$ cat config.mk
export PLATFORM = sky130hd
export DESIGN_NAME = lsu_top
export DESIGN_NICKNAME = d
export VERILOG_FILES = /design/src/rtl/lsu_pkg.sv /design/src/rtl/lsu_bus_ctrl.sv /design/src/rtl/lsu_load_align.sv /design/src/rtl/lsu_store_align.sv /design/src/rtl/lsu_top.sv
export VERILOG_INCLUDE_DIRS = /design/src /design/src/rtl
export SDC_FILE = /design/constraint.sdc
export NUM_CORES = 1
export LEC_CHECK = 0
export BUFFER_PORTS_ARGS = -buffer_cell sky130_fd_sc_hd__buf_2
export CAP_MARGIN = 20
export CORE_AREA = 4 4 123 125
export CTS_BUF_LIST = sky130_fd_sc_hd__clkbuf_4
export DETAILED_ROUTE_END_ITERATION = 7
export DIE_AREA = 0 0 127 129
export MAX_ROUTING_LAYER = met4
export PLACE_DENSITY = 0.85
export SYNTH_ARGS = -nofsm -noshare
export SYNTH_HDL_FRONTEND = slang
export SYNTH_SLANG_ARGS = --single-unit
$ cat constraint.sdc
create_clock -name clk -period 2.4 [get_ports clk]
set_input_delay 0 -clock clk [delete_from_list [all_inputs] [get_ports clk]]
set_output_delay 0 -clock clk [all_outputs]
set_load 0.005 [all_outputs]
$ cat src/rtl/lsu_config.svh
// only 32-bit data with 4 byte lanes is supported, and outstanding depth must stay at 3 or less
`ifndef LSU_CONFIG_SVH
`define LSU_CONFIG_SVH

//////////////////////////////
// datapath widths
//////////////////////////////

`define LSU_XLEN 32       // data and address width
`define LSU_BE_W 4        // one enable per byte lane

//////////////////////////////
// bus depth
//////////////////////////////

// max transactions in flight between grant and rvalid
`define LSU_MAX_OUTST 2

// counter must hold LSU_MAX_OUTST without wrapping
`define LSU_CNT_W 2

`endif

$ cat src/rtl/lsu_pkg.sv
// access sizes and load extension modes; encodings match the core decode, codes 3 alias as noted
`default_nettype none

package lsu_pkg;

  //////////////////////////////
  // access size
  //////////////////////////////

  // code 3 is decoded like a byte
  typedef enum logic [1:0] {
    DT_WORD = 2'd0,           // 32 bit
    DT_HALF = 2'd1,           // 16 bit
    DT_BYTE = 2'd2            // 8 bit
  } data_type_e;

  //////////////////////////////
  // load extension
  //////////////////////////////

  // code 3 behaves like SX_SIGN
  typedef enum logic [1:0] {
    SX_ZERO = 2'd0,           // fill upper bits with 0
    SX_SIGN = 2'd1,           // replicate msb of loaded value
    SX_ONES = 2'd2            // fill upper bits with 1
  } sign_ext_e;

endpackage

`default_nettype wire

$ cat src/rtl/lsu_bus_ctrl.sv
// assumes rvalid comes at least one cycle after its grant and only for accepted requests
`default_nettype none
`include "lsu_config.svh"

module lsu_bus_ctrl (
  input  wire logic clk,
  input  wire logic rst_n,
  input  wire logic data_req_ex_i,   // EX wants an access
  input  wire logic data_gnt_i,
  input  wire logic data_rvalid_i,
  output logic      data_req_o,
  output logic      ctrl_update_o,   // access leaves EX and enters WB
  output logic      lsu_ready_ex_o,
  output logic      lsu_ready_wb_o,
  output logic      busy_o
);

  localparam logic [`LSU_CNT_W-1:0] MaxOutst = `LSU_CNT_W'(`LSU_MAX_OUTST);

  logic [`LSU_CNT_W-1:0] cnt_q;     // outstanding transactions
  logic [`LSU_CNT_W-1:0] cnt_d;
  logic                  count_up;  // request accepted this cycle
  logic                  count_down; // response returned this cycle

  //////////////////////////////
  // request issue
  //////////////////////////////

  // no path from rvalid to req, only the count gates issue
  assign data_req_o = data_req_ex_i && (cnt_q < MaxOutst);

  assign count_up   = data_req_o && data_gnt_i;
  assign count_down = data_rvalid_i;

  //////////////////////////////
  // pipeline handshake
  //////////////////////////////

  // WB is free when empty, or when its pending response arrives
  assign lsu_ready_wb_o = (cnt_q == '0) ? 1'b1 : data_rvalid_i;

  // EX and WB advance in lock step once WB holds an access
  always_comb begin
    if (!data_req_ex_i) begin
      lsu_ready_ex_o = 1'b1;                       // nothing to issue
    end else if (cnt_q == '0) begin
      lsu_ready_ex_o = count_up;                   // grant alone moves it on
    end else if (cnt_q == `LSU_CNT_W'(1)) begin
      lsu_ready_ex_o = count_up && data_rvalid_i;  // need grant and WB slot
    end else begin
      lsu_ready_ex_o = data_rvalid_i;              // full, req is held off
    end
  end

  assign ctrl_update_o = lsu_ready_ex_o && data_req_ex_i;

  // anything in flight or being offered
  assign busy_o = (cnt_q != '0) || data_req_o;

  //////////////////////////////
  // outstanding counter
  //////////////////////////////

  always_comb begin
    case ({count_up, count_down})
      2'b10:   cnt_d = cnt_q + 1'b1;
      2'b01:   cnt_d = cnt_q - 1'b1;
      default: cnt_d = cnt_q;       // idle, or one in and one out
    endcase
  end

  always_ff @(posedge clk or negedge rst_n) begin
    if (!rst_n) begin
      cnt_q <= '0;
    end else begin
      cnt_q <= cnt_d;
    end
  end

endmodule

`default_nettype wire

$ cat src/rtl/lsu_load_align.sv
// load responses must come back in order; split loads rely on the first word staying in rdata_q
`default_nettype none
`include "lsu_config.svh"

module lsu_load_align (
  input  wire logic                 clk,
  input  wire logic                 rst_n,
  input  wire logic                 ctrl_update_i,   // capture EX control into WB
  input  wire lsu_pkg::data_type_e  data_type_i,
  input  wire lsu_pkg::sign_ext_e   sign_ext_i,
  input  wire logic                 we_i,
  input  wire logic [1:0]           offset_i,        // low address bits of the access
  input  wire logic                 rvalid_i,
  input  wire logic [`LSU_XLEN-1:0] rdata_i,
  input  wire logic                 misaligned_ex_i, // EX is in the second phase
  input  wire logic                 misaligned_i,    // EX first phase will split
  output logic [`LSU_XLEN-1:0]      rdata_ex_o
);
  import lsu_pkg::*;

  // WB control copy
  data_type_e            data_type_q;
  sign_ext_e             sign_ext_q;
  logic                  we_q;
  logic [1:0]            offset_q;

  logic [`LSU_XLEN-1:0]  rdata_q;   // first word of a split, or last result
  logic [`LSU_XLEN-1:0]  word_ext;  // assembled word
  logic [15:0]           half_raw;
  logic [7:0]            byte_raw;
  logic [`LSU_XLEN-1:0]  half_ext;
  logic [`LSU_XLEN-1:0]  byte_ext;
  logic [`LSU_XLEN-1:0]  result;

  // upper fill bit for a given extension mode
  function automatic logic fill_bit(input sign_ext_e mode, input logic msb);
    case (mode)
      SX_ZERO: fill_bit = 1'b0;
      SX_ONES: fill_bit = 1'b1;
      default: fill_bit = msb;      // SX_SIGN and code 3
    endcase
  endfunction

  //////////////////////////////
  // WB control registers
  //////////////////////////////

  always_ff @(posedge clk or negedge rst_n) begin
    if (!rst_n) begin
      data_type_q <= DT_WORD;
      sign_ext_q  <= SX_ZERO;
      we_q        <= 1'b0;
      offset_q    <= 2'b00;
    end else if (ctrl_update_i) begin   // access granted, moves to WB
      data_type_q <= data_type_i;
      sign_ext_q  <= sign_ext_i;
      we_q        <= we_i;
      offset_q    <= offset_i;
    end
  end

  //////////////////////////////
  // alignment and extension
  //////////////////////////////

  // low bytes of the new word sit above the tail of the stored one
  always_comb begin
    case (offset_q)
      2'b00: word_ext = rdata_i;
      2'b01: word_ext = {rdata_i[7:0],  rdata_q[31:8]};
      2'b10: word_ext = {rdata_i[15:0], rdata_q[31:16]};
      2'b11: word_ext = {rdata_i[23:0], rdata_q[31:24]};
    endcase
  end

  always_comb begin
    case (offset_q)
      2'b00: half_raw = rdata_i[15:0];
      2'b01: half_raw = rdata_i[23:8];
      2'b10: half_raw = rdata_i[31:16];
      2'b11: half_raw = {rdata_i[7:0], rdata_q[31:24]};  // split half
    endcase
  end

  assign byte_raw = rdata_i[8*offset_q +: 8];  // bytes never split

  assign half_ext = {{16{fill_bit(sign_ext_q, half_raw[15])}}, half_raw};
  assign byte_ext = {{24{fill_bit(sign_ext_q, byte_raw[7])}}, byte_raw};

  always_comb begin
    case (data_type_q)
      DT_WORD: result = word_ext;
      DT_HALF: result = half_ext;
      default: result = byte_ext;   // DT_BYTE and code 3
    endcase
  end

  //////////////////////////////
  // load data register
  //////////////////////////////

  always_ff @(posedge clk or negedge rst_n) begin
    if (!rst_n) begin
      rdata_q <= '0;
    end else if (rvalid_i && !we_q) begin
      if (misaligned_ex_i || misaligned_i) begin
        rdata_q <= rdata_i;         // keep raw word for the second phase
      end else begin
        rdata_q <= result;
      end
    end
  end

  // live on the response cycle, held afterwards
  assign rdata_ex_o = rvalid_i ? result : rdata_q;

endmodule

`default_nettype wire

$ cat src/rtl/lsu_store_align.sv
// combinational only; data_misaligned_i must be high for the whole second phase of a split access
`default_nettype none
`include "lsu_config.svh"

module lsu_store_align (
  input  wire logic [`LSU_XLEN-1:0] operand_a_i,
  input  wire logic [`LSU_XLEN-1:0] operand_b_i,
  input  wire logic                 addr_useincr_i,   // a+b when set, else a alone
  input  wire lsu_pkg::data_type_e  data_type_i,
  input  wire logic [`LSU_XLEN-1:0] data_wdata_i,
  input  wire logic [1:0]           data_reg_offset_i, // byte offset of data in the register
  input  wire logic                 data_req_i,
  input  wire logic                 data_misaligned_i, // second phase of split access
  output logic [`LSU_XLEN-1:0]      addr_o,            // raw effective address
  output logic [`LSU_XLEN-1:0]      trans_addr_o,      // address put on the bus
  output logic [`LSU_BE_W-1:0]      be_o,
  output logic [`LSU_XLEN-1:0]      wdata_o,
  output logic                      misaligned_o       // first phase needs a second access
);
  import lsu_pkg::*;

  logic [1:0] wdata_offset;   // lane rotation amount

  //////////////////////////////
  // address
  //////////////////////////////

  assign addr_o = addr_useincr_i ? (operand_a_i + operand_b_i) : operand_a_i;

  // second phase always starts at lane 0 of the next word
  assign trans_addr_o = data_misaligned_i ? {addr_o[`LSU_XLEN-1:2], 2'b00} : addr_o;

  //////////////////////////////
  // misalignment detect
  //////////////////////////////

  always_comb begin
    misaligned_o = 1'b0;
    if (data_req_i && !data_misaligned_i) begin   // only flagged in the first phase
      case (data_type_i)
        DT_WORD: misaligned_o = (addr_o[1:0] != 2'b00);
        DT_HALF: misaligned_o = (addr_o[1:0] == 2'b11);  // half crosses into next word
        default: misaligned_o = 1'b0;                    // bytes never split
      endcase
    end
  end

  //////////////////////////////
  // byte enables
  //////////////////////////////

  always_comb begin
    case (data_type_i)
      DT_WORD: begin
        if (!data_misaligned_i) begin
          case (addr_o[1:0])
            2'b00: be_o = 4'b1111;
            2'b01: be_o = 4'b1110;
            2'b10: be_o = 4'b1100;
            2'b11: be_o = 4'b1000;
          endcase
        end else begin                  // remaining low lanes of the next word
          case (addr_o[1:0])
            2'b00: be_o = 4'b0000;      // aligned word has no second phase
            2'b01: be_o = 4'b0001;
            2'b10: be_o = 4'b0011;
            2'b11: be_o = 4'b0111;
          endcase
        end
      end
      DT_HALF: begin
        if (!data_misaligned_i) begin
          case (addr_o[1:0])
            2'b00: be_o = 4'b0011;
            2'b01: be_o = 4'b0110;
            2'b10: be_o = 4'b1100;
            2'b11: be_o = 4'b1000;      // upper byte goes out in phase two
          endcase
        end else begin
          be_o = 4'b0001;
        end
      end
      default: be_o = 4'b0001 << addr_o[1:0];  // byte, one lane
    endcase
  end

  //////////////////////////////
  // store data rotation
  //////////////////////////////

  // rotate left by the lane difference, wraps mod 4
  assign wdata_offset = addr_o[1:0] - data_reg_offset_i;

  always_comb begin
    case (wdata_offset)
      2'b00: wdata_o = data_wdata_i;
      2'b01: wdata_o = {data_wdata_i[23:0], data_wdata_i[31:24]};
      2'b10: wdata_o = {data_wdata_i[15:0], data_wdata_i[31:16]};
      2'b11: wdata_o = {data_wdata_i[7:0],  data_wdata_i[31:8]};
    endcase
  end

endmodule

`default_nettype wire

$ cat src/rtl/lsu_top.sv
// core holds EX inputs until lsu_ready_ex_o; bus must answer each grant once, in order
`default_nettype none
`include "lsu_config.svh"

module lsu_top (
  input  wire logic                 clk,
  input  wire logic                 rst_n,

  // data bus
  output logic                      data_req_o,
  input  wire logic                 data_gnt_i,
  input  wire logic                 data_rvalid_i,
  output logic [`LSU_XLEN-1:0]      data_addr_o,
  output logic                      data_we_o,
  output logic [`LSU_BE_W-1:0]      data_be_o,
  output logic [`LSU_XLEN-1:0]      data_wdata_o,
  input  wire logic [`LSU_XLEN-1:0] data_rdata_i,

  // EX stage
  input  wire logic                 data_req_ex_i,
  input  wire logic                 data_we_ex_i,
  input  wire logic [1:0]           data_type_ex_i,      // lsu_pkg::data_type_e code
  input  wire logic [1:0]           data_sign_ext_ex_i,  // lsu_pkg::sign_ext_e code
  input  wire logic [`LSU_XLEN-1:0] data_wdata_ex_i,
  input  wire logic [1:0]           data_reg_offset_ex_i,
  input  wire logic [`LSU_XLEN-1:0] operand_a_ex_i,
  input  wire logic [`LSU_XLEN-1:0] operand_b_ex_i,
  input  wire logic                 addr_useincr_ex_i,
  input  wire logic                 data_misaligned_ex_i,
  output logic                      data_misaligned_o,
  output logic [`LSU_XLEN-1:0]      data_rdata_ex_o,

  // pipeline control
  output logic                      lsu_ready_ex_o,
  output logic                      lsu_ready_wb_o,
  output logic                      busy_o
);
  import lsu_pkg::*;

  logic [`LSU_XLEN-1:0] addr_raw;     // effective address before phase-two alignment
  logic                 ctrl_update;  // EX to WB handoff

  assign data_we_o = data_we_ex_i;    // write flag goes straight to the bus

  //////////////////////////////
  // request side
  //////////////////////////////

  lsu_store_align u_store_align (
    .operand_a_i       (operand_a_ex_i),
    .operand_b_i       (operand_b_ex_i),
    .addr_useincr_i    (addr_useincr_ex_i),
    .data_type_i       (data_type_e'(data_type_ex_i)),
    .data_wdata_i      (data_wdata_ex_i),
    .data_reg_offset_i (data_reg_offset_ex_i),
    .data_req_i        (data_req_ex_i),
    .data_misaligned_i (data_misaligned_ex_i),
    .addr_o            (addr_raw),
    .trans_addr_o      (data_addr_o),
    .be_o              (data_be_o),
    .wdata_o           (data_wdata_o),
    .misaligned_o      (data_misaligned_o)
  );

  lsu_bus_ctrl u_bus_ctrl (
    .clk            (clk),
    .rst_n          (rst_n),
    .data_req_ex_i  (data_req_ex_i),
    .data_gnt_i     (data_gnt_i),
    .data_rvalid_i  (data_rvalid_i),
    .data_req_o     (data_req_o),
    .ctrl_update_o  (ctrl_update),
    .lsu_ready_ex_o (lsu_ready_ex_o),
    .lsu_ready_wb_o (lsu_ready_wb_o),
    .busy_o         (busy_o)
  );

  //////////////////////////////
  // response side
  //////////////////////////////

  lsu_load_align u_load_align (
    .clk             (clk),
    .rst_n           (rst_n),
    .ctrl_update_i   (ctrl_update),
    .data_type_i     (data_type_e'(data_type_ex_i)),
    .sign_ext_i      (sign_ext_e'(data_sign_ext_ex_i)),
    .we_i            (data_we_ex_i),
    .offset_i        (addr_raw[1:0]),      // lane of the raw address, kept for both phases
    .rvalid_i        (data_rvalid_i),
    .rdata_i         (data_rdata_i),
    .misaligned_ex_i (data_misaligned_ex_i),
    .misaligned_i    (data_misaligned_o),
    .rdata_ex_o      (data_rdata_ex_o)
  );

endmodule

`default_nettype wire

==> out/results.txt <==
The flow ran to the end, but the final reports show violations. The checks that failed: hold timing, setup timing. The worst hold margin was -0.00408 ns; the quantity of I/O buffers inserted on ports was 247.

Kind of start point of the critical path: a flop. For the setup slack after layout, the log shows -0.0395 ns. For the cell count after synthesis, the log shows 922. During I/O placement, the number of pins put on the boundary was 248. Counting instances, the worst hold path has a depth of 3. The floorplan has 43 rows.

The global router's overall resource usage was 0.289; the fraction of final layout cells sized beyond drive strength 1 was 0.370. CTS saw 41 sinks. The endpoint arrival time on the critical path was 2.44 ns. The total overflow left after global routing is 0.

The shortest period the worst path allows is 2.44 ns. Summed over all instances, the cell type with the most area after synthesis is dfrtp_1. The number of nets in the layout was 1323; the share of the cycle needed by the critical path after routing was 1.02. After detailed routing, the number of vias per cell comes to 6.27. The top cell type's share of synthesized area works out to 0.139.

TritonCTS built the clock tree. The pre-antenna-repair detailed-routing pass consisted of 6 iterations. The number of pins with negative max-slew slack in the final report came out at 0. The number of nets in the synthesized netlist is 1107. The number of synthesized flops with an enable pin was 0; the buffers plus inverters on the worst setup path was 2. The logs give 704 for the iteration-0 DRC count of the detailed router and 0 for the DRC violation count after routing. The total of endpoints with negative setup slack in the final report came out at 4. In this design, the stage delay of the slowest critical-path cell is 0.46 ns. Traced cell by cell, the critical path runs through buf_8 -> nor2b_4 -> a221o_1 -> a221o_1 -> mux2_4 -> mux2_4 -> buf_6. Buffers inserted during clock tree synthesis total 5.

For the clock tree buffer depth, the log shows 2. Including well taps, the total number of placed cells is 1278. Classification of the worst setup path: reg -> out. The combinational group share of total power is 0.796. Setup repair after global routing could not meet its margin everywhere. For the first-pass GRT wire length, the log shows 37900 um.

After the flow finishes, the layout carries non-filler instances totaling 1324. At the later pin of the worst-skew pair, clock insertion delay measures 0.37 ns. In this run the remaining antenna-violating nets after routing total 0.

The peak ir drop on the vdd network came out at 0.626 mV. The run gives 0 as the count of yosys warnings during synthesis. The floorplan step set the die height to 129 um. The area growth from synthesis to layout is 26.2%. Along the worst path, the maximum fanout reaches 6. The worst slew slack as a fraction of its limit is 0.597. In the synthesized netlist the dominant register cell turns out to be dfrtp_1. From left edge to right edge, the die measures 127 um.

The largest delay contributor family on the critical path was compound AO/OA/AOI/OAI gates. The share of flip-flops with an asynchronous set or reset after synthesis works out to 1.00. The slew at the pin closest to its max-slew limit came out at 0.605 ns. The worst setup path is captured at an output port. The CTS clock-pin slew for the worst setup and hold paths is 0.14 ns. Switching part of the total: 0.479. Derived from the worst setup path, the maximum achievable clock frequency is 410 MHz. On the final layout, the worst clock skew is 0.0149 ns. The part of the Yosys area used for sequential elements was 0.139. Synthesis inferred 41 register bits.

Endpoint of the most critical register-to-register path: u_load_align.rdata_q[16]. The total wire length after detailed routing was 25300 um. The power density relative to cell area is 961 nW/um^2, and the effective utilization at floorplan is 0.534. The via count of the first global-routing pass was 7721; the average wire per cell in the routed design was 19.1 um. The tools report the number of hold-slack violations in the final timing report as 1. The number of cell instances on the worst register-to-register path works out to 10. Max-cap violations in this run came to 0. The worst register-to-register path begins at u_load_align.offset_q[0].

Counting instances in the post-synthesis netlist gives the leading cell types as a21oi_1 (86), nand2_1 (85), mux2i_1 (84), nor2_1 (79), o21ai_0 (60). After synthesis, the mean cell area works out to 8.03 sq um. In this run the cell area of the synthesized design comes to 7410 sq um.

The logs give 13900 sq um for the area of the core and 8308 for the via count. For the data required time of the worst path, the log shows 2.40 ns. After synthesis, the cell types taking the most area are dfrtp_1 (14%), mux2i_1 (11%), ha_1 (7.1%).

The beginning of the worst hold path was data_rdata_i[6]. The post-DP HPWL was 18800 um; the die area was 16400 sq um. By instance count, the leading cell after synthesis is a21oi_1.

The tools report the worst-case hold path end point as u_load_align.rdata_q[6]. Total negative slack: -0.0887 ns. In this run the static leakage power is 4.47 nW. The number of H-tree levels was 2. Setup slack on the worst reg-to-reg path comes out at 0.21 ns. The min-delay analysis places its worst path in the category in -> reg.

Entering global routing, the biggest net connects 50 pins. Number of antenna violations at the first check in global routing: 4. The slowest cell on the critical path is dfrtp_2.

The tree is rooted in a clkbuf_4. Routability-driven placement finished with a final weighted congestion of 1.01. The fraction of power consumed by sequential logic was 0.164. The tools report the part of the power in the clock network as 0.040. Switching power total: 4.30 mW. The number of different library cells used by synthesis comes to 69. For the internal power, the log shows 4.68 mW.
[routing by layer]
| layer | wire, um | global-route usage |
|---|---|---|
| met1 | 9030 | 0.323 |
| met2 | 13200 | 0.525 |
| met3 | 2020 | 0.0473 |
| met4 | 1020 | 0.0984 |
| met5 | 0 | - |
[final cells by class]
type	instances	area [sq um]
diodes	5	12.5
clock buffers	5	37.5
clock inverters	3	12.5
fillers	1101	4530
inverters	17	63.8
multi-input cells	761	5970
flip-flops and latches	41	1030
well taps	180	225
repair buffers	312	1990
[sequential cells by signal, summed over array words and instances (netlist names)]
signal                    count
u_load_align.rdata_q         32
u_load_align.sign_ext_q       2
u_load_align.data_type_q      2
u_load_align.offset_q         2
u_load_align.we_q             1
u_bus_ctrl.cnt_q              2
[worst max path at each step]
stage,end,cells after the start,slack (ns),start
3_5_place_dp,u_load_align.rdata_q[23],15,-0.02,operand_b_ex_i[0]
5_1_grt,data_rdata_ex_o[0],7,-0.1,u_load_align.offset_q[1]
4_1_cts,data_rdata_ex_o[1],9,-0.02,u_load_align.offset_q[0]
2_1_floorplan,u_load_align.rdata_q[12],14,0.02,operand_a_ex_i[0]
6_report,data_rdata_ex_o[1],7,-0.04,u_load_align.offset_q[0]
3_3_place_gp,u_load_align.rdata_q[31],15,0.05,operand_b_ex_i[0]
[metrics by stage]
stage	cell area [sq um]	setup WS (ns)	total power, mW	utilization
4_1_cts	8920	-0.0151	7.97	0.642
2_1_floorplan	7410	0.0244	5.65	-
6_report	9350	-0.0395	8.99	0.674
3_5_place_dp	8650	-0.0239	7.33	0.623
3_3_place_gp	8650	0.0536	7.20	0.623
5_1_grt	9350	-0.0969	9.61	0.673
[worst register-to-register path, delay by kind of cell (launching register included)]
family	cells	cell delay, ns
and+or+nand+nor	1	0.10
DFF	1	0.43
muxes	1	0.50
AOI/OAI and AO/OA	5	0.64
buffers and inverters	3	0.44
[power by group through the flow]
stage	Sequential, mW	Clock (mW)	Combinational (mW)
after floorplan	1.24	0	4.41
after global placement	1.44	0	5.76
after detailed placement	1.45	0	5.88
after CTS	1.42	0.362	6.18
after global routing	1.52	0.388	7.71
final	1.47	0.358	7.16
[cell usage in the layout, fill, tap and decap left out, drive strengths merged, types with 4 or more instances in the layout]
cell type,n
ha,42
xor2,10
dlygate4sd3,12
a221o,13
a31oi,6
mux2,41
buf,298
o221ai,5
nand4,7
nor3b,5
nand2b,25
o211ai,17
o21bai,5
inv,17
mux4,23
a221oi,4
a21oi,99
nor2,79
nand2,86
o21ai,66
nand3b,11
diode,5
a21o,31
a211oi,19
o21a,4
nor2b,9
nand3,4
clkbuf,6
o31ai,10
nor3,5
dfrtp,41
mux2i,84
xnor2,19
or2,4
[logic make-up (layout without fill, tap and decap cells)]
| kind of cell | count (synthesis) | count (layout) | share of synthesized area |
|---|---|---|---|
| DFF | 41 | 41 | 0.139 |
| and+or+nand+nor | 246 | 246 | 0.157 |
| xor gates and xnor gates | 29 | 29 | 0.0363 |
| AOI/OAI and AO/OA | 295 | 295 | 0.262 |
| adders and majority gates | 43 | 43 | 0.0736 |
| other | 0 | 5 | 0 |
| muxes | 148 | 148 | 0.246 |
| buffers and inverters | 120 | 337 | 0.0861 |
[repair_timing]
item                       4_1_cts  5_1_grt
gates cloned                     2        1
pin swaps                        0        8
hold buffers                    10        2
setup buffers                    3       14
resized for setup               13       48
hold endpoints to repair        50        4
setup endpoints to repair       11       40
Note: power is estimated with default switching activity, not from simulation.
